### config.mk
export PLATFORM = sky130hd
export DESIGN_NAME = dcache_way_flat
export DESIGN_NICKNAME = d
export VERILOG_FILES = /design/src/verilog/dcache_pkg.sv /design/src/verilog/way_if.sv /design/src/verilog/dcache_way.sv /design/src/flat_wrapper.sv
export SDC_FILE = /design/constraint.sdc
export NUM_CORES = 2
export LEC_CHECK = 0
export BUFFER_PORTS_ARGS = -buffer_cell sky130_fd_sc_hd__buf_2
export CAP_MARGIN = 0
export CORE_MARGIN = 2
export CORE_UTILIZATION = 65
export CTS_CLUSTER_SIZE = 30
export DETAILED_ROUTE_END_ITERATION = 12
export HOLD_SLACK_MARGIN = 0.08
export MAX_ROUTING_LAYER = met4
export PLACE_DENSITY = 0.91
export SLEW_MARGIN = 40
export SYNTH_ARGS = -nofsm -noshare
export SYNTH_HDL_FRONTEND = slang
export SYNTH_MEMORY_MAX_BITS = 65536
export SYNTH_SLANG_ARGS = --single-unit
### constraint.sdc
create_clock -name clk -period 5.9 [get_ports clk]
set_clock_uncertainty 0.15 [all_clocks]
set_input_delay 0.885 -clock clk [delete_from_list [all_inputs] [get_ports clk]]
set_output_delay 0.885 -clock clk [all_outputs]
set_load 0.01 [all_outputs]
### src/verilog/dcache_pkg.sv
package dcache_pkg;

    // fixed geometry shared by all modules
    localparam int ADDR_W     = 32;
    localparam int LINE_WORDS = 8;
    localparam int OFFSET_W   = 5;   // byte offset inside a 32-byte line
    localparam int WORD_SEL_W = 3;   // word select inside the line

    typedef logic [31:0] word_t;
    typedef logic [3:0] strb_t;      // byte enables of one word
    typedef logic [ADDR_W-1:0] addr_t;
    typedef logic [WORD_SEL_W-1:0] word_sel_t;

    // word 0 sits in the low bits
    typedef word_t [LINE_WORDS-1:0] line_t;

    // byte-masked merge of store data into an existing word
    function automatic word_t merge_word(
        input word_t old_w,
        input word_t new_w,
        input strb_t strb
    );
        word_t res;
        int b;
        res = old_w;
        for (b = 0; b < 4; b++) begin
            if (strb[b]) begin
                res[b*8 +: 8] = new_w[b*8 +: 8];
            end
        end
        return res;
    endfunction

endpackage

### src/verilog/way_if.sv
interface way_if
    import dcache_pkg::*;
#(
    parameter int SETS = 16
) ();

    localparam int IDX_W = $clog2(SETS);
    localparam int TAG_W = ADDR_W - OFFSET_W - IDX_W;

    // controller to way
    logic [IDX_W-1:0] lk_idx;       // read index sampled every cycle
    logic [TAG_W-1:0] lk_tag;       // tag of the request in the lookup stage
    logic             line_we;      // full line refill
    logic             word_we;      // single word store
    logic [IDX_W-1:0] wr_idx;
    logic [TAG_W-1:0] wr_tag;
    line_t            wr_line;
    word_sel_t        wr_sel;
    strb_t            wr_strb;
    logic             set_dirty;
    logic             clr_dirty;

    // way to controller
    logic             hit;
    logic             valid;
    logic             dirty;
    logic [TAG_W-1:0] tag;
    line_t            line;

    modport ctrl (
        output lk_idx, lk_tag, line_we, word_we, wr_idx, wr_tag, wr_line,
        output wr_sel, wr_strb, set_dirty, clr_dirty,
        input  hit, valid, dirty, tag, line
    );

    modport way (
        input  lk_idx, lk_tag, line_we, word_we, wr_idx, wr_tag, wr_line,
        input  wr_sel, wr_strb, set_dirty, clr_dirty,
        output hit, valid, dirty, tag, line
    );

endinterface
### src/verilog/dcache_way.sv
module dcache_way
    import dcache_pkg::*;
#(
    parameter int SETS = 16
) (
    input logic clk,
    input logic reset,
    way_if.way  port
);

    localparam int IDX_W = $clog2(SETS);
    localparam int TAG_W = ADDR_W - OFFSET_W - IDX_W;

    logic [TAG_W-1:0] tag_mem [SETS];
    line_t            data_mem [SETS];
    logic [SETS-1:0]  valid_q;
    logic [SETS-1:0]  dirty_q;

    logic [IDX_W-1:0] rd_idx_q;
    logic [TAG_W-1:0] rd_tag_q;
    line_t            rd_line_q;

    // tag and data arrays with synchronous read
    always_ff @(posedge clk) begin
        if (port.line_we) begin
            tag_mem[port.wr_idx]  <= port.wr_tag;
            data_mem[port.wr_idx] <= port.wr_line;
        end else if (port.word_we) begin
            for (int b = 0; b < 4; b++) begin
                if (port.wr_strb[b]) begin
                    data_mem[port.wr_idx][port.wr_sel][b*8 +: 8] <=
                        port.wr_line[port.wr_sel][b*8 +: 8];
                end
            end
        end
        rd_idx_q  <= port.lk_idx;
        rd_tag_q  <= tag_mem[port.lk_idx];
        rd_line_q <= data_mem[port.lk_idx];
    end

    always_ff @(posedge clk) begin
        if (reset) begin
            valid_q <= '0;
            dirty_q <= '0;
        end else begin
            if (port.line_we) begin
                valid_q[port.wr_idx] <= 1'b1;
            end
            if (port.set_dirty) begin
                dirty_q[port.wr_idx] <= 1'b1;
            end else if (port.clr_dirty) begin
                dirty_q[port.wr_idx] <= 1'b0;
            end
        end
    end

    // compare against the tag held in the lookup stage
    assign port.valid = valid_q[rd_idx_q];
    assign port.dirty = dirty_q[rd_idx_q];
    assign port.tag   = rd_tag_q;
    assign port.line  = rd_line_q;
    assign port.hit   = valid_q[rd_idx_q] && (rd_tag_q == port.lk_tag);

    // controller must never mix a refill with a store write
    a_one_write_kind: assert property (
        @(posedge clk) disable iff (reset)
        !(port.line_we && port.word_we)
    );

endmodule

### src/flat_wrapper.sv
// flat-port wrapper written by rule: the top's interface ports become plain ports
module dcache_way_flat import dcache_pkg::*;
#(
    parameter int SETS = 16
)
  (clk, reset, port_lk_idx, port_lk_tag, port_line_we, port_word_we, port_wr_idx, port_wr_tag, port_wr_line, port_wr_sel, port_wr_strb, port_set_dirty, port_clr_dirty, port_hit, port_valid, port_dirty, port_tag, port_line);
  way_if #(.SETS(SETS)) port_i ();
  input logic clk;
  input logic reset;
  input wire logic [$bits(port_i.lk_idx)-1:0] port_lk_idx;
  input wire logic [$bits(port_i.lk_tag)-1:0] port_lk_tag;
  input wire logic [$bits(port_i.line_we)-1:0] port_line_we;
  input wire logic [$bits(port_i.word_we)-1:0] port_word_we;
  input wire logic [$bits(port_i.wr_idx)-1:0] port_wr_idx;
  input wire logic [$bits(port_i.wr_tag)-1:0] port_wr_tag;
  input wire logic [$bits(port_i.wr_line)-1:0] port_wr_line;
  input wire logic [$bits(port_i.wr_sel)-1:0] port_wr_sel;
  input wire logic [$bits(port_i.wr_strb)-1:0] port_wr_strb;
  input wire logic [$bits(port_i.set_dirty)-1:0] port_set_dirty;
  input wire logic [$bits(port_i.clr_dirty)-1:0] port_clr_dirty;
  output wire logic [$bits(port_i.hit)-1:0] port_hit;
  output wire logic [$bits(port_i.valid)-1:0] port_valid;
  output wire logic [$bits(port_i.dirty)-1:0] port_dirty;
  output wire logic [$bits(port_i.tag)-1:0] port_tag;
  output wire logic [$bits(port_i.line)-1:0] port_line;
  assign port_i.lk_idx = port_lk_idx;
  assign port_i.lk_tag = port_lk_tag;
  assign port_i.line_we = port_line_we;
  assign port_i.word_we = port_word_we;
  assign port_i.wr_idx = port_wr_idx;
  assign port_i.wr_tag = port_wr_tag;
  assign port_i.wr_line = port_wr_line;
  assign port_i.wr_sel = port_wr_sel;
  assign port_i.wr_strb = port_wr_strb;
  assign port_i.set_dirty = port_set_dirty;
  assign port_i.clr_dirty = port_clr_dirty;
  assign port_hit = port_i.hit;
  assign port_valid = port_i.valid;
  assign port_dirty = port_i.dirty;
  assign port_tag = port_i.tag;
  assign port_line = port_i.line;
  dcache_way #(.SETS(SETS)) u_core (.clk(clk), .reset(reset), .port(port_i));
endmodule
==> out/metrics.csv <==
stage,metric,value,unit
outcome,status,"complete, no violations",
die,initial core utilization,65.4,%
synthesis,Async SR Flop Fraction,0,%
die,Die H,529,um
sta,final worst path period need,4.34,ns
cts,clk_lat worst skew,0.98,ns
die,core area,0.274,mm2
cts,Worst-path clk slew,0.08,ns
synthesis,Post-Synthesis Cell Area,0.179,mm2
global_route,GRT Overall Usage,39.0,%
setup_path,family with the most delay on the worst path,multiplexers,
sta,Final period util,73.6,%
drt,wire per inst,42.9,um
synthesis,Synth Register Bits,4779,
die,area of the die,0.279,mm2
synthesis,Synth cell types,29,
sta,TNS Setup,0,ns
cts,CTS Sinks,4779,
power_and_ir_drop,clock share of power,41.3,%
setup_path,max incr delay on CP,0.77,ns
setup_path,Critical Path Source Type,flip-flop,
die,Die Span X,529,um
sta,RSZ-0062 raised after global routing,no,
sta,worst slew pin tran,0.966,ns
drt,Post-DRT Antenna Nets,0,
power_and_ir_drop,Int Pwr,56.1,mW
power_and_ir_drop,Sequential Power Share,52.9,%
setup_path,WS Path Type,flip-flop to output port,
final_layout,area growth from synthesis to layout,12.6,%
synthesis,sequential fraction of the synthesis area,78.5,%
drt,Vias,94500,
min_path,Hold Crit Class,input port to flip-flop,
setup_path,slowest CP cell,mux2i_1,
sta,Slew headroom,33.7,%
power_and_ir_drop,switching portion of total power,22.9,%
setup_path,Critical Path Sink Type,output port,
power_and_ir_drop,switching power total,16.7,mW
drt,DRC,0,
die,Rows,192,
synthesis,syn_nets,8308,
die,top-level I/O count,605,
synthesis,synth cell count leaders,"edfxtp_1, mux4_2, nor2_1, clkbuf_1, dfxtp_1",
final_layout,fraction of layout cells with a size suffix above 1,32.4,%
drt,First-pass DRT Iterations,10,
cts,CTS tree,yes,
drt,DR iter-0 viols,16200,
cts,CTS Buf Count,438,
synthesis,number of flops mapped to enable cells by yosys,4464,
drt,vias per cell,7.50,
global_route,largest net degree at the start of global routing,100,
synthesis,post-synth top area share,75.0,%
setup_path,Crit path required time,4.87,ns
sta,Max Fclk,230,MHz
power_and_ir_drop,Combinational Power Share,5.8,%
synthesis,largest cells by area after synthesis,"edfxtp_1, mux4_2, dfxtp_1",
setup_path,Worst EP arrival,3.31,ns
drt,WL final,540000,um
placement,placed cell count,11600,
cts,Root Buffer,clkbuf_16,
global_route,number of global-route vias before repair,93100,
placement,GPL Wtd Cong,0.916,
sta,Pins Over Slew Limit,0,
power_and_ir_drop,Pleak,64.5,nW
sta,final hold violations,0,
synthesis,cell with the most instances after synthesis,edfxtp_1,
global_route,initial antenna violation count,125,
cts,CTS Buffer Depth,4,
setup_path,peak fanout along the critical path,8,
synthesis,warnings from Yosys,0,
cts,H-tree Lvls,5,
synthesis,syn_area_per_cell,22.4,um2
placement,post-DP HPWL,291000,um
power_and_ir_drop,PwrDens,361,mW/mm2
synthesis,Syn Inst Count,7985,
cts,post-CTS setup buffers,0,
synthesis,"area leader, netlist",edfxtp_1,
setup_path,cell mode on critical path,mux2i_1,
placement,Port Buf Inserts,604,
setup_path,crit path buf inv count,1,
power_and_ir_drop,worst vdd ir,0.323,mV
global_route,global route overflow,0,
setup_path,crit-path cells,"mux4_2, mux2i_1, mux2i_1, and4_1, buf_2",
global_route,global-route wire length before repair,734000,um
final_layout,fin cells,12600,
synthesis,"Top FF cell, synth",edfxtp_1,
final_layout,NumNets Final,8805,
job,maxcap violations,0,
sta,endpoints failing setup,0,
[flip-flops by register name, summed over array words and instances, names as in the netlist, named ones only]
register and count:
u_core.port.line 256, u_core.rd_idx_q 4, u_core.data_mem 4096, u_core.tag_mem 368, u_core.valid_q 16, u_core.port.tag 23
[power by group through the flow]
stage               logic (mW)  registers, mW  clock network (mW)
finish                    4.23           38.4                30.0
detailed placement        3.95           39.0                   0
floorplan                 2.28           38.9                   0
global route              4.33           38.4                31.0
CTS                       4.12           38.4                29.8
global placement          3.73           39.0                   0
[stage by stage]
stage	utilization, %	instance area [um2]	hold WS, ns	setup slack [ns]	power (mW)
after detailed placement	67.8	186000	0.311	1.15	43.0
after floorplan	-	179000	0.281	2.45	41.2
final	73.6	201000	0.131	1.56	72.7
after global placement	67.7	185000	0.296	1.41	42.7
after global routing	73.6	201000	0.132	1.58	73.7
after CTS	73.3	201000	0.0841	1.60	72.3
[layer usage]
layer  GRT usage (%)  vias to the layer above  share of wire, %
met1            47.5                    48200                30
met2            60.9                    10200                49
li1                -                    34000                 -
met5               -                        -                 0
met3            8.28                     2143                13
met4            23.7                        0               8.1
[cells in the final DEF (no fill, tap or decap), types with 6 or more instances in the layout]
cell / synthesis / layout
a211oi_1: 122 / 122
nand2_4: 0 / 6
edfxtp_1: 4464 / 4464
bufinv_16: 0 / 46
mux2i_1: 125 / 125
nor2_1: 549 / 421
buf_8: 0 / 9
clkinv_1: 0 / 57
nor2_2: 0 / 112
buf_16: 0 / 9
clkbuf_1: 491 / 114
nor2b_1: 130 / 125
o21ai_0: 16 / 16
xnor2_1: 15 / 12
a21oi_1: 168 / 166
a31oi_2: 0 / 6
and3_1: 7 / 7
buf_4: 23 / 107
clkbuf_16: 0 / 448
xor2_1: 8 / 8
buf_2: 148 / 599
and2_1: 8 / 8
nor2_4: 0 / 16
dfxtp_1: 315 / 315
mux4_2: 1282 / 1282
nand2_1: 25 / 16
buf_12: 0 / 42
clkinv_16: 0 / 14
clkbuf_8: 0 / 36
clkinvlp_4: 0 / 31
clkinv_2: 0 / 63
diode_2: 0 / 145
nand3_4: 0 / 6
[layout make-up]
| cell class | count | area (um2) |
|---|---|---|
| well taps | 3589 | 4490 |
| clock inverters | 229 | 2810 |
| clock buffers | 597 | 12100 |
| flip-flops and latches | 4779 | 140000 |
| fillers | 13200 | 72200 |
| inverters | 3 | 11.3 |
| repair buffers | 770 | 5080 |
| multi-input cells | 2490 | 36200 |
| diodes | 145 | 363 |
[logic make-up (layout without fill, tap and decap cells)]
logic type / Yosys count / count (layout) / share of synthesized area (%)
DFF: 4779 / 4779 / 78.5
muxes: 1407 / 1407 / 16.8
and+or+nand+nor: 737 / 737 / 1.78
buffers and inverters: 716 / 1599 / 1.69
AOI/OAI and AO/OA: 323 / 323 / 1.09
xor gates and xnor gates: 23 / 23 / 0.113
other: 0 / 145 / 0
[repair_timing]
item                      4_1_cts  5_1_grt
resized for setup               0        0
hold buffers                    2        0
hold endpoints to repair       10        0
[path summary, 6_finish.rpt]
| path | start | endpoint | slack [ns] | depth (start not counted) |
|---|---|---|---|---|
| worst max-delay path | u_core.rd_idx_q[0]$_DFF_P_ | port_hit | 1.56 | 5 |
| worst min-delay path | port_wr_line[215] | u_core.data_mem[5][215]$_DFFE_PP_ | 0.13 | 1 |
| worst max register to register | u_core.data_mem[0][74]$_DFFE_PP_ | u_core.port.line[74]$_DFF_P_ | 3.64 | 4 |
| worst min register to register | u_core.valid_q[3]$_SDFFE_PP0P_ | u_core.valid_q[3]$_SDFFE_PP0P_ | 0.33 | 2 |
Note: power is estimated with default switching activity, not from simulation.
