`src/verilog/dcache_pkg.sv`:
```
package dcache_pkg;

    // fixed geometry shared by all modules
    localparam int ADDR_W     = 32;
    localparam int LINE_WORDS = 8;
    localparam int OFFSET_W   = 5;   // byte offset inside a 32-byte line
    localparam int WORD_SEL_W = 3;   // word select inside the line

    typedef logic [31:0] word_t;
    typedef logic [3:0] strb_t;      // byte enables of one word
    typedef logic [ADDR_W-1:0] addr_t;
    typedef logic [WORD_SEL_W-1:0] word_sel_t;

    // word 0 sits in the low bits
    typedef word_t [LINE_WORDS-1:0] line_t;

    // byte-masked merge of store data into an existing word
    function automatic word_t merge_word(
        input word_t old_w,
        input word_t new_w,
        input strb_t strb
    );
        word_t res;
        int b;
        res = old_w;
        for (b = 0; b < 4; b++) begin
            if (strb[b]) begin
                res[b*8 +: 8] = new_w[b*8 +: 8];
            end
        end
        return res;
    endfunction

endpackage

```
`src/verilog/way_if.sv`:
```
interface way_if
    import dcache_pkg::*;
#(
    parameter int SETS = 16
) ();

    localparam int IDX_W = $clog2(SETS);
    localparam int TAG_W = ADDR_W - OFFSET_W - IDX_W;

    // controller to way
    logic [IDX_W-1:0] lk_idx;       // read index sampled every cycle
    logic [TAG_W-1:0] lk_tag;       // tag of the request in the lookup stage
    logic             line_we;      // full line refill
    logic             word_we;      // single word store
    logic [IDX_W-1:0] wr_idx;
    logic [TAG_W-1:0] wr_tag;
    line_t            wr_line;
    word_sel_t        wr_sel;
    strb_t            wr_strb;
    logic             set_dirty;
    logic             clr_dirty;

    // way to controller
    logic             hit;
    logic             valid;
    logic             dirty;
    logic [TAG_W-1:0] tag;
    line_t            line;

    modport ctrl (
        output lk_idx, lk_tag, line_we, word_we, wr_idx, wr_tag, wr_line,
        output wr_sel, wr_strb, set_dirty, clr_dirty,
        input  hit, valid, dirty, tag, line
    );

    modport way (
        input  lk_idx, lk_tag, line_we, word_we, wr_idx, wr_tag, wr_line,
        input  wr_sel, wr_strb, set_dirty, clr_dirty,
        output hit, valid, dirty, tag, line
    );

endinterface
```
`src/verilog/dcache_ctrl.sv`:
```
module dcache_ctrl
    import dcache_pkg::*;
#(
    parameter int SETS = 16
) (
    input  logic  clk,
    input  logic  reset,

    input  logic  valid_i,
    input  logic  op_i,         // 0 load, 1 store
    input  addr_t addr_i,
    input  strb_t wstrb_i,
    input  word_t wdata_i,
    output logic  addr_ok_o,
    output logic  data_ok_o,
    output word_t rdata_o,
    output logic  miss_o,

    output logic  rd_req_o,
    output addr_t rd_addr_o,
    input  logic  rd_rdy_i,
    input  logic  ret_valid_i,
    input  line_t ret_data_i,

    output logic  wr_req_o,
    output addr_t wr_addr_o,
    output line_t wr_data_o,
    input  logic  wr_rdy_i,

    way_if.ctrl   way0,
    way_if.ctrl   way1
);

    localparam int IDX_W  = $clog2(SETS);
    localparam int TAG_W  = ADDR_W - OFFSET_W - IDX_W;
    localparam int BYTE_W = OFFSET_W - WORD_SEL_W;

    localparam logic [2:0] ST_LOOKUP = 3'd0;
    localparam logic [2:0] ST_WB     = 3'd1;
    localparam logic [2:0] ST_RREQ   = 3'd2;
    localparam logic [2:0] ST_RWAIT  = 3'd3;
    localparam logic [2:0] ST_DONE   = 3'd4;

    logic [2:0] state;

    // lookup stage
    logic  lk_valid;
    logic  lk_op;
    addr_t lk_addr;
    strb_t lk_strb;
    word_t lk_wdata;

    logic [IDX_W-1:0] lk_idx;
    logic [TAG_W-1:0] lk_tag;
    word_sel_t        lk_sel;

    logic            accept;
    logic            lk_hit;
    logic            lk_miss;
    logic            store_hit;
    logic            refill_fill;
    logic            victim;
    logic            victim_q;
    logic            vic_dirty;
    logic [SETS-1:0] lru_q;     // way touched last in each set
    line_t           hit_line;
    line_t           refill_merged;
    line_t           refill_line;

    assign lk_idx = lk_addr[OFFSET_W +: IDX_W];
    assign lk_tag = lk_addr[ADDR_W-1 -: TAG_W];
    assign lk_sel = lk_addr[BYTE_W +: WORD_SEL_W];

    assign lk_hit    = (state == ST_LOOKUP) && lk_valid && (way0.hit || way1.hit);
    assign lk_miss   = (state == ST_LOOKUP) && lk_valid && !(way0.hit || way1.hit);
    assign store_hit = lk_hit && lk_op;

    // a store hit writes this cycle, so the next read must wait
    assign addr_ok_o = (state == ST_LOOKUP) && (!lk_valid || (lk_hit && !lk_op));
    assign accept    = valid_i && addr_ok_o;

    assign hit_line  = way1.hit ? way1.line : way0.line;
    assign data_ok_o = lk_hit || (state == ST_DONE);
    assign miss_o    = (state == ST_DONE);
    assign rdata_o   = (state == ST_DONE) ? refill_line[lk_sel] : hit_line[lk_sel];

    // invalid way first, else the one not touched last
    always_comb begin
        if (!way0.valid) begin
            victim = 1'b0;
        end else if (!way1.valid) begin
            victim = 1'b1;
        end else begin
            victim = ~lru_q[lk_idx];
        end
    end
    assign vic_dirty = victim ? way1.dirty : way0.dirty;

    always_ff @(posedge clk) begin
        if (reset) begin
            lk_valid <= 1'b0;
        end else if (accept) begin
            lk_valid <= 1'b1;
        end else if (lk_hit || state == ST_DONE) begin
            lk_valid <= 1'b0;
        end
    end

    always_ff @(posedge clk) begin
        if (accept) begin
            lk_op    <= op_i;
            lk_addr  <= addr_i;
            lk_strb  <= wstrb_i;
            lk_wdata <= wdata_i;
        end
        if (lk_miss) begin
            victim_q <= victim;
        end
        if (refill_fill) begin
            refill_line <= refill_merged;
        end
    end

    always_ff @(posedge clk) begin
        if (reset) begin
            state <= ST_LOOKUP;
        end else begin
            case (state)
                ST_LOOKUP: if (lk_miss) state <= vic_dirty ? ST_WB : ST_RREQ;
                ST_WB:     if (wr_rdy_i) state <= ST_RREQ;
                ST_RREQ:   if (rd_rdy_i) state <= ST_RWAIT;
                ST_RWAIT:  if (ret_valid_i) state <= ST_DONE;
                default:   state <= ST_LOOKUP;
            endcase
        end
    end

    always_ff @(posedge clk) begin
        if (reset) begin
            lru_q <= '0;
        end else if (lk_hit) begin
            lru_q[lk_idx] <= way1.hit;
        end else if (refill_fill) begin
            lru_q[lk_idx] <= victim_q;
        end
    end

    // memory side
    assign wr_req_o  = (state == ST_WB);
    assign wr_addr_o = {(victim_q ? way1.tag : way0.tag), lk_idx, {OFFSET_W{1'b0}}};
    assign wr_data_o = victim_q ? way1.line : way0.line;
    assign rd_req_o  = (state == ST_RREQ);
    assign rd_addr_o = {lk_addr[ADDR_W-1:OFFSET_W], {OFFSET_W{1'b0}}};

    assign refill_fill = (state == ST_RWAIT) && ret_valid_i;

    always_comb begin
        refill_merged = ret_data_i;
        if (lk_op) begin
            refill_merged[lk_sel] = merge_word(ret_data_i[lk_sel], lk_wdata, lk_strb);
        end
    end

    // way 0
    assign way0.lk_idx    = accept ? addr_i[OFFSET_W +: IDX_W] : lk_idx;
    assign way0.lk_tag    = lk_tag;
    assign way0.line_we   = refill_fill && !victim_q;
    assign way0.word_we   = store_hit && way0.hit;
    assign way0.wr_idx    = lk_idx;
    assign way0.wr_tag    = lk_tag;
    assign way0.wr_line   = refill_fill ? refill_merged : {LINE_WORDS{lk_wdata}};
    assign way0.wr_sel    = lk_sel;
    assign way0.wr_strb   = lk_strb;
    assign way0.set_dirty = way0.word_we || (way0.line_we && lk_op);
    assign way0.clr_dirty = way0.line_we && !lk_op;

    // way 1
    assign way1.lk_idx    = accept ? addr_i[OFFSET_W +: IDX_W] : lk_idx;
    assign way1.lk_tag    = lk_tag;
    assign way1.line_we   = refill_fill && victim_q;
    assign way1.word_we   = store_hit && way1.hit;
    assign way1.wr_idx    = lk_idx;
    assign way1.wr_tag    = lk_tag;
    assign way1.wr_line   = refill_fill ? refill_merged : {LINE_WORDS{lk_wdata}};
    assign way1.wr_sel    = lk_sel;
    assign way1.wr_strb   = lk_strb;
    assign way1.set_dirty = way1.word_we || (way1.line_we && lk_op);
    assign way1.clr_dirty = way1.line_we && !lk_op;

    a_rd_wr_excl: assert property (
        @(posedge clk) disable iff (reset)
        !(rd_req_o && wr_req_o)
    );

    // a line lives in at most one way
    a_single_hit: assert property (
        @(posedge clk) disable iff (reset)
        lk_valid |-> !(way0.hit && way1.hit)
    );

    a_rd_aligned: assert property (
        @(posedge clk) disable iff (reset)
        rd_req_o |-> (rd_addr_o[OFFSET_W-1:0] == '0)
    );

endmodule

```
`src/flat_wrapper.sv`:
```
// flat-port wrapper written by rule: the top's interface ports become plain ports
module dcache_ctrl_flat import dcache_pkg::*;
#(
    parameter int SETS = 16
)
  (clk, reset, valid_i, op_i, addr_i, wstrb_i, wdata_i, addr_ok_o, data_ok_o, rdata_o, miss_o, rd_req_o, rd_addr_o, rd_rdy_i, ret_valid_i, ret_data_i, wr_req_o, wr_addr_o, wr_data_o, wr_rdy_i, way0_lk_idx, way0_lk_tag, way0_line_we, way0_word_we, way0_wr_idx, way0_wr_tag, way0_wr_line, way0_wr_sel, way0_wr_strb, way0_set_dirty, way0_clr_dirty, way0_hit, way0_valid, way0_dirty, way0_tag, way0_line, way1_lk_idx, way1_lk_tag, way1_line_we, way1_word_we, way1_wr_idx, way1_wr_tag, way1_wr_line, way1_wr_sel, way1_wr_strb, way1_set_dirty, way1_clr_dirty, way1_hit, way1_valid, way1_dirty, way1_tag, way1_line);
  way_if #(.SETS(SETS)) way0_i ();
  way_if #(.SETS(SETS)) way1_i ();
  input  logic clk;
  input  logic reset;
  input  logic valid_i;
  input  logic op_i;
  input  addr_t addr_i;
  input  strb_t wstrb_i;
  input  word_t wdata_i;
  output logic addr_ok_o;
  output logic data_ok_o;
  output word_t rdata_o;
  output logic miss_o;
  output logic rd_req_o;
  output addr_t rd_addr_o;
  input  logic rd_rdy_i;
  input  logic ret_valid_i;
  input  line_t ret_data_i;
  output logic wr_req_o;
  output addr_t wr_addr_o;
  output line_t wr_data_o;
  input  logic wr_rdy_i;
  output wire logic [$bits(way0_i.lk_idx)-1:0] way0_lk_idx;
  output wire logic [$bits(way0_i.lk_tag)-1:0] way0_lk_tag;
  output wire logic [$bits(way0_i.line_we)-1:0] way0_line_we;
  output wire logic [$bits(way0_i.word_we)-1:0] way0_word_we;
  output wire logic [$bits(way0_i.wr_idx)-1:0] way0_wr_idx;
  output wire logic [$bits(way0_i.wr_tag)-1:0] way0_wr_tag;
  output wire logic [$bits(way0_i.wr_line)-1:0] way0_wr_line;
  output wire logic [$bits(way0_i.wr_sel)-1:0] way0_wr_sel;
  output wire logic [$bits(way0_i.wr_strb)-1:0] way0_wr_strb;
  output wire logic [$bits(way0_i.set_dirty)-1:0] way0_set_dirty;
  output wire logic [$bits(way0_i.clr_dirty)-1:0] way0_clr_dirty;
  input wire logic [$bits(way0_i.hit)-1:0] way0_hit;
  input wire logic [$bits(way0_i.valid)-1:0] way0_valid;
  input wire logic [$bits(way0_i.dirty)-1:0] way0_dirty;
  input wire logic [$bits(way0_i.tag)-1:0] way0_tag;
  input wire logic [$bits(way0_i.line)-1:0] way0_line;
  output wire logic [$bits(way1_i.lk_idx)-1:0] way1_lk_idx;
  output wire logic [$bits(way1_i.lk_tag)-1:0] way1_lk_tag;
  output wire logic [$bits(way1_i.line_we)-1:0] way1_line_we;
  output wire logic [$bits(way1_i.word_we)-1:0] way1_word_we;
  output wire logic [$bits(way1_i.wr_idx)-1:0] way1_wr_idx;
  output wire logic [$bits(way1_i.wr_tag)-1:0] way1_wr_tag;
  output wire logic [$bits(way1_i.wr_line)-1:0] way1_wr_line;
  output wire logic [$bits(way1_i.wr_sel)-1:0] way1_wr_sel;
  output wire logic [$bits(way1_i.wr_strb)-1:0] way1_wr_strb;
  output wire logic [$bits(way1_i.set_dirty)-1:0] way1_set_dirty;
  output wire logic [$bits(way1_i.clr_dirty)-1:0] way1_clr_dirty;
  input wire logic [$bits(way1_i.hit)-1:0] way1_hit;
  input wire logic [$bits(way1_i.valid)-1:0] way1_valid;
  input wire logic [$bits(way1_i.dirty)-1:0] way1_dirty;
  input wire logic [$bits(way1_i.tag)-1:0] way1_tag;
  input wire logic [$bits(way1_i.line)-1:0] way1_line;
  assign way0_lk_idx = way0_i.lk_idx;
  assign way0_lk_tag = way0_i.lk_tag;
  assign way0_line_we = way0_i.line_we;
  assign way0_word_we = way0_i.word_we;
  assign way0_wr_idx = way0_i.wr_idx;
  assign way0_wr_tag = way0_i.wr_tag;
  assign way0_wr_line = way0_i.wr_line;
  assign way0_wr_sel = way0_i.wr_sel;
  assign way0_wr_strb = way0_i.wr_strb;
  assign way0_set_dirty = way0_i.set_dirty;
  assign way0_clr_dirty = way0_i.clr_dirty;
  assign way0_i.hit = way0_hit;
  assign way0_i.valid = way0_valid;
  assign way0_i.dirty = way0_dirty;
  assign way0_i.tag = way0_tag;
  assign way0_i.line = way0_line;
  assign way1_lk_idx = way1_i.lk_idx;
  assign way1_lk_tag = way1_i.lk_tag;
  assign way1_line_we = way1_i.line_we;
  assign way1_word_we = way1_i.word_we;
  assign way1_wr_idx = way1_i.wr_idx;
  assign way1_wr_tag = way1_i.wr_tag;
  assign way1_wr_line = way1_i.wr_line;
  assign way1_wr_sel = way1_i.wr_sel;
  assign way1_wr_strb = way1_i.wr_strb;
  assign way1_set_dirty = way1_i.set_dirty;
  assign way1_clr_dirty = way1_i.clr_dirty;
  assign way1_i.hit = way1_hit;
  assign way1_i.valid = way1_valid;
  assign way1_i.dirty = way1_dirty;
  assign way1_i.tag = way1_tag;
  assign way1_i.line = way1_line;
  dcache_ctrl #(.SETS(SETS)) u_core (.clk(clk), .reset(reset), .valid_i(valid_i), .op_i(op_i), .addr_i(addr_i), .wstrb_i(wstrb_i), .wdata_i(wdata_i), .addr_ok_o(addr_ok_o), .data_ok_o(data_ok_o), .rdata_o(rdata_o), .miss_o(miss_o), .rd_req_o(rd_req_o), .rd_addr_o(rd_addr_o), .rd_rdy_i(rd_rdy_i), .ret_valid_i(ret_valid_i), .ret_data_i(ret_data_i), .wr_req_o(wr_req_o), .wr_addr_o(wr_addr_o), .wr_data_o(wr_data_o), .wr_rdy_i(wr_rdy_i), .way0(way0_i), .way1(way1_i));
endmodule
```
`config.mk`:
```
export PLATFORM = sky130hd
export DESIGN_NAME = dcache_ctrl_flat
export DESIGN_NICKNAME = d
export VERILOG_FILES = /design/src/verilog/dcache_pkg.sv /design/src/verilog/way_if.sv /design/src/verilog/dcache_ctrl.sv /design/src/flat_wrapper.sv
export SDC_FILE = /design/constraint.sdc
export NUM_CORES = 1
export LEC_CHECK = 0
export ABC_CLOCK_PERIOD_IN_PS = 25200
export BUFFER_PORTS_ARGS = -buffer_cell sky130_fd_sc_hd__buf_2
export CORE_AREA = 2 2 735 737
export CTS_CLUSTER_DIAMETER = 60
export DETAILED_ROUTE_END_ITERATION = 7
export DIE_AREA = 0 0 737 739
export GPL_TIMING_DRIVEN = 0
export PLACE_DENSITY_LB_ADDON = 0.2
export SYNTH_ARGS = -nofsm -noshare
export SYNTH_HDL_FRONTEND = slang
export SYNTH_SLANG_ARGS = --single-unit
export TNS_END_PERCENT = 10
```
`constraint.sdc`:
```
create_clock -name clk -period 25.2 [get_ports clk]
set_clock_uncertainty 0.15 [all_clocks]
set_input_delay 5.04 -clock clk [delete_from_list [all_inputs] [get_ports clk]]
set_output_delay 5.04 -clock clk [all_outputs]
set_load 0.02 [all_outputs]
```
==> run metrics, run 1 <==
Data required, critical path 20.01 ns; I/O Buffers 1880; Iter 0 DRT Violations 3603; Sink Count 344; gr usage total 20.3%; failing checks antenna rules, capacitance limit, slew limit; startpoint types input pin; full die area 0.545 sq mm; Detailed Route WL 577000 microns; largest net degree at the start of global routing 50; vias in the first global route 37000; CP max stage delay 1.12 ns; Syn Inst Count 3077; Setup CP Type input pin to output port; Synth async-reset ratio 0%; fmax 68.1 MHz; static leakage 21.7 nW; setup bufs post-CTS 0; number of flops mapped to enable cells by yosys 324; Initial Utilization 5.71%; Max H-tree Level 3; sequence of cells on the critical path buf_2 > nand4b_1 > inv_1 > buf_2 > clkbuf_1 > clkbuf_1 > a31oi_1 > buf_4 > buf_2; multi-input combinational cell area 0.0167 sq mm; R2R depth 7; Synth top cells by count nand2_1 (868), buf_4 (398), edfxtp_1 (324), mux2_2 (314), a31oi_1 (258); Die H 739 microns; Max Cap Viol 2; insertion delay to the later sink of the worst-skew pair 0.73 ns; Die X 737 microns; PnR worst setup slack 10.52 ns; standard-cell rows 269; most frequent CP cell buf_2; final non-filler cell total 12500; worst hold stages 2; # DRC 0; Power Density 58.0 mW/mm^2; CTS root buf clkbuf_16; DRT antenna net count 1; crit path max fanout 10; Final nets 5983; final hold vios 0; IO Pins 1894; final worst path period share 58.3%; vias 39300; Worst-Margin Slew 1.61 ns; post-CTS sizing 0; Register Area 0.0101 sq mm; drt pass-1 iters 5; share of cells above drive strength 1 61.4%; Crit. End Element output port; first-pass GRT wire length 657000 microns; P&R area growth vs syn 74.2%; Slowest cell on crit path clkbuf_1; Final Max Tran Viols 14; Distinct cells, synth 55; hold buffers post-CTS 0; DP HPWL 510000 microns; RSZ-0062 raised after global routing false; worst hold path type flop to flop; Core Area 0.536 sq mm; grt ovf 0; Via density 3.14; WP data arrival 9.49 ns; clock slew at reported path FFs 0.05 ns; count leader, synth nand2_1; worst slack, placed 10.27 ns; FILL cells 62600; leading register cell type out of synthesis edfxtp_1; worst flop-to-flop path endpoint u_core.refill_line[47]; #FFs+latches synth 344; Max IR drop VDD 48.5 uV; CTS Buf Count 77; largest area contributor in the netlist edfxtp_1; R2R Setup Slk 19.89 ns; CTS tree built; Synth top area share 31.8%; worst hold margin 0.350 ns; fin crit period 14.68 ns; ranking of synthesized cells by area edfxtp_1 (32%), mux4_2 (16%), mux2_2 (12%); clk buf depth 3; Critical R2R Launch u_core.lk_addr[2]; final setup violation count 0; synthesized cell area 0.0306 sq mm; Inst Count DP 12200; post-layout util 9.95%; status finished with violations; drt wl/cell 46.0 microns; routability cong. 0.936; Synthesis Warnings 0; Slew headroom -7.06%; Hold EP u_core.lru_q[13]; initial antenna violation count 447; Avg Synthesized Cell Area 9.95 sq um; hold_sp u_core.lru_q[13]; post-synthesis sequential area ratio 33.1%
## routing by layer
metal	part of all wire, %	GRT usage, %
met1	36	21.7
met2	46	33.4
met3	12	10.6
met4	5.0	8.29
met5	0.21	0
## layout by cell type, fill, tap and decap left out, types with 13 or more instances in the layout
master,n
buf_4,399
buf_2,1953
buf_12,20
mux2i_1,96
nand2_1,867
clkbuf_2,60
a22oi_1,21
a221oi_1,22
nor2_1,75
a31oi_1,255
clkbuf_16,77
dfxtp_1,20
edfxtp_1,324
mux4_2,216
o22ai_1,25
diode_2,190
mux2_2,314
clkbuf_1,70
a21oi_1,38
o21ai_1,33
buf_6,13
## worst max-delay path by stage
stage / start / end / slack, ns
after floorplan: ret_valid_i / way1_wr_line[246] / 4.82
after global placement: ret_valid_i / way1_wr_line[251] / -6.93
after detailed placement: ret_valid_i / way1_wr_line[225] / 10.27
after CTS: ret_valid_i / way1_wr_line[225] / 10.27
after global routing: ret_valid_i / way1_wr_line[224] / 10.42
final: ret_valid_i / way1_wr_line[224] / 10.52
## sequential cells by signal, indices dropped and copies added, names as in the netlist
register	count
u_core.refill_line	256
u_core.lk_wdata	32
u_core.lk_addr	30
u_core.lru_q	16
u_core.way0.wr_strb	4
u_core.state	3
u_core.lk_op	1
u_core.lk_valid	1
u_core.victim_q	1
## through the flow
stage                     setup TNS, ns  area, sq um  power, mW
after floorplan                       0        30600       1.18
after global placement           -94.68        49000       1.99
after detailed placement              0        50200       2.00
after CTS                             0        52900       3.16
after global routing                  0        53000       3.19
final                                 0        53300       3.09
## logic make-up after synthesis
family | Yosys count | share of synthesized area, %
AO/OA/AOI/OAI | 458 | 9.71
AND/OR/NAND/NOR | 1009 | 12.9
buffers and inverters | 619 | 13.0
other | 1 | 0.0122
multiplexers | 646 | 31.3
flip-flops | 344 | 33.1
## where the power goes
| group | internal, mW | switching, mW |
|---|---|---|
| logic | 0.361 | 0.935 |
| clock network | 0.669 | 0.459 |
| registers | 0.642 | 0.0248 |
| total | 1.67 | 1.42 |
## area by class of cell
| class | count | area share (%) |
|---|---|---|
| Sequential cell | 344 | 19.0 |
| Tap cell | 7181 | 16.8 |
| Buffer | 606 | 7.53 |
| Clock buffer | 86 | 3.68 |
| Multi-Input combinational cell | 2123 | 31.3 |
| Inverter | 13 | 0.0915 |
| Clock inverter | 58 | 1.39 |
| Timing Repair Buffer | 1923 | 19.3 |
| Antenna cell | 190 | 0.891 |
## critical path, delay by kind of cell
| family | cells | cell delay [ns] |
|---|---|---|
| buffers and inverters | 7 | 3.22 |
| AOI/OAI and AO/OA | 1 | 0.91 |
| and+or+nand+nor | 1 | 0.27 |
(Power assumes the default switching activity.)
==> inputs of run 2 (changes only) <==
--- a/config.mk
+++ b/config.mk
@@ -5,12 +5,12 @@
 export SDC_FILE = /design/constraint.sdc
 export NUM_CORES = 1
 export LEC_CHECK = 0
-export ABC_CLOCK_PERIOD_IN_PS = 25200
+export ABC_CLOCK_PERIOD_IN_PS = 12280
 export BUFFER_PORTS_ARGS = -buffer_cell sky130_fd_sc_hd__buf_2
-export CORE_AREA = 2 2 735 737
+export CORE_AREA = 2 2 737 739
 export CTS_CLUSTER_DIAMETER = 60
 export DETAILED_ROUTE_END_ITERATION = 7
-export DIE_AREA = 0 0 737 739
+export DIE_AREA = 0 0 739 741
 export GPL_TIMING_DRIVEN = 0
 export PLACE_DENSITY_LB_ADDON = 0.2
 export SYNTH_ARGS = -nofsm -noshare
==> constraint.sdc (replaced) <==
create_clock -name clk -period 12.28 [get_ports clk]
set_clock_uncertainty 0.15 [all_clocks]
set_input_delay 2.456 -clock clk [delete_from_list [all_inputs] [get_ports clk]]
set_output_delay 2.456 -clock clk [all_outputs]
set_load 0.02 [all_outputs]
==> run 2 against run 1 <==
The run ends with capacitance limit, slew limit left. Highest routed layer unchanged. Final area rose by 0.37%. Count of clock-buffer cells in the layout up 4. Critical path type is now flop to output port. Via count decreased by 0.39%. First-iteration DRC count is 3.9% lower.
==> run metrics, run 2 (synthesis results as in run 1) <==
drt wl/cell 45.7 microns (-0.71%); share of cells above drive strength 1 61.8% (+0.32 points); Setup CP Type flop to output port; I/O Buffers 1880 (unchanged); Slew headroom -2.85% (+4.2 points); Core Area 0.540 sq mm (+0.69%); startpoint types flop; P&R area growth vs syn 74.9%; static leakage 21.8 nW (+0.58%); Detailed Route WL 573000 microns (-0.57%); FILL cells 63000 (+0.70%); most frequent cells in the layout buf_2 (1955), nand2_1 (867), buf_4 (398); PnR worst setup slack 2.32 ns (-8.20 ns); initial antenna violation count 421 (-5.8%); largest registers u_core.refill_line: 256 flops, u_core.lk_wdata: 32 flops, u_core.lk_addr: 30 flops; first-pass GRT wire length 657000 microns (about the same); Slowest cell on crit path buf_2; full die area 0.548 sq mm (+0.54%); crit path max fanout 10 (unchanged); status finished with violations; IO Pins 1894 (unchanged); grt ovf 0 (unchanged); clock slew at reported path FFs 0.05 ns (about the same); CP max stage delay 1.06 ns (-0.06 ns); largest net degree at the start of global routing 88 (+76%); Max Cap Viol 2 (unchanged); final hold vios 0 (unchanged); CTS root buf clkbuf_16; R2R Setup Slk 6.66 ns (-13.23 ns); worst hold path type flop to flop; most frequent CP cell buf_2; Worst-Margin Slew 1.54 ns (-0.0631 ns); Largest register FFs 256 (unchanged); CTS tree built; clk buf depth 4 (+1); Biggest register u_core.refill_line; gr usage total 20.1% (-0.15 points); standard-cell rows 270 (+0.37%); RSZ-0062 raised after global routing false; Hold EP u_core.lru_q[15]; final setup violation count 0 (unchanged); setup bufs post-CTS 0 (unchanged); worst slack, placed 2.50 ns (-7.78 ns); post-CTS sizing 0 (unchanged); Die X 739 microns (+0.27%); WP data arrival 7.36 ns (-2.13 ns); insertion delay to the later sink of the worst-skew pair 0.84 ns (+0.11 ns); Final Max Tran Viols 22 (+8); Iter 0 DRT Violations 3463 (-3.9%); routability cong. 0.909 (-2.9%); Max IR drop VDD 95.5 uV (+97%); R2R depth 7 (unchanged); Critical R2R Launch u_core.lk_addr[2]; vias 39100 (-0.39%); Register Area 0.0101 sq mm (unchanged); Final nets 5997 (+0.23%); failing checks capacitance limit, slew limit; fin crit period 9.96 ns; hold buffers post-CTS 0 (unchanged); hold_sp u_core.lru_q[15]; worst hold stages 2 (unchanged); # DRC 0 (unchanged); Data required, critical path 9.67 ns (-10.34 ns); Sink Count 344 (unchanged); Max H-tree Level 3 (unchanged); sequence of cells on the critical path buf_4 > buf_6 > buf_2 > buf_2 > buf_2 > buf_2 > a21oi_1 > a21oi_1 > buf_2; Initial Utilization 5.67% (-0.039 points); Power Density 119 mW/mm^2 (+110%); Via density 3.12 (-0.52%); Crit. End Element output port; multi-input combinational cell area 0.0167 sq mm (+0.21%); Die H 741 microns (+0.27%); leading cell type in the layout, fill and taps excluded buf_2; DRT antenna net count 0 (-1); DP HPWL 508000 microns (-0.50%); worst flop-to-flop path endpoint u_core.refill_line[47]; CTS Buf Count 84 (+9.1%); vias in the first global route 37400 (+1.1%); setup tns final 0 ns (unchanged); fmax 100 MHz; drt pass-1 iters 6 (+1); final worst path period share 81.1%
==> run 2: area by class of cell <==
class	instances	area share, %
repair buffers	1930	19.5
well taps	7208	16.8
clock buffers	90	4.09
flip-flops and latches	344	18.9
inverters	13	0.0911
multi-input cells	2123	31.3
clock inverters	56	0.972
diodes	171	0.799
plain buffers	606	7.52
==> run 2: how the worst max path moves through the flow <==
| stage | startpoint | end | slack [ns] | cells past startpoint |
|---|---|---|---|---|
| 5_1_grt | u_core.lk_addr[2] | rdata_o[14] | 2.06 | 8 |
| 4_1_cts | u_core.lk_addr[2] | rdata_o[14] | 1.85 | 8 |
| 2_1_floorplan | ret_valid_i | way1_wr_line[246] | 1.88 | 6 |
| 3_5_place_dp | ret_valid_i | way1_wr_line[76] | 2.50 | 9 |
| 6_report | u_core.lk_addr[4] | rdata_o[18] | 2.32 | 9 |
| 3_3_place_gp | ret_valid_i | way1_wr_line[250] | -4.27 | 8 |
==> run 2: metal layers <==
metal	vias up	GRT usage (%)	part of all wire, %
met2	3042	32.9	46
li1	15400	-	-
met3	933	9.26	11
met5	-	0	0.14
met1	19600	22.0	37
met4	120	9.87	5.9
==> run 2: power by group <==
group	internal [mW]	switching, mW
clock	1.40	0.930
sequential	1.32	0.0487
combinational	0.752	1.93
total	3.47	2.91
==> run 2: critical path, delay by kind of cell (launching register included) <==
| kind | cells | cell delay, ns |
|---|---|---|
| AO/OA/AOI/OAI | 2 | 1.06 |
| buffers and inverters | 7 | 4.28 |
| flip-flops | 1 | 1.05 |
==> run 2: per-stage QoR <==
| stage | hold WS [ns] | power (mW) | area, sq um | utilization (%) | instances |
|---|---|---|---|---|---|
| after floorplan | 0.305 | 2.43 | 30700 | - | 3086 |
| after global placement | 0.335 | 4.09 | 49100 | 9.10 | 12200 |
| after detailed placement | 0.334 | 4.12 | 50400 | 9.34 | 12200 |
| after CTS | 0.347 | 6.51 | 53100 | 9.84 | 12400 |
| after global routing | 0.382 | 6.58 | 53300 | 9.88 | 12400 |
| final | 0.344 | 6.38 | 53500 | 9.92 | 12500 |
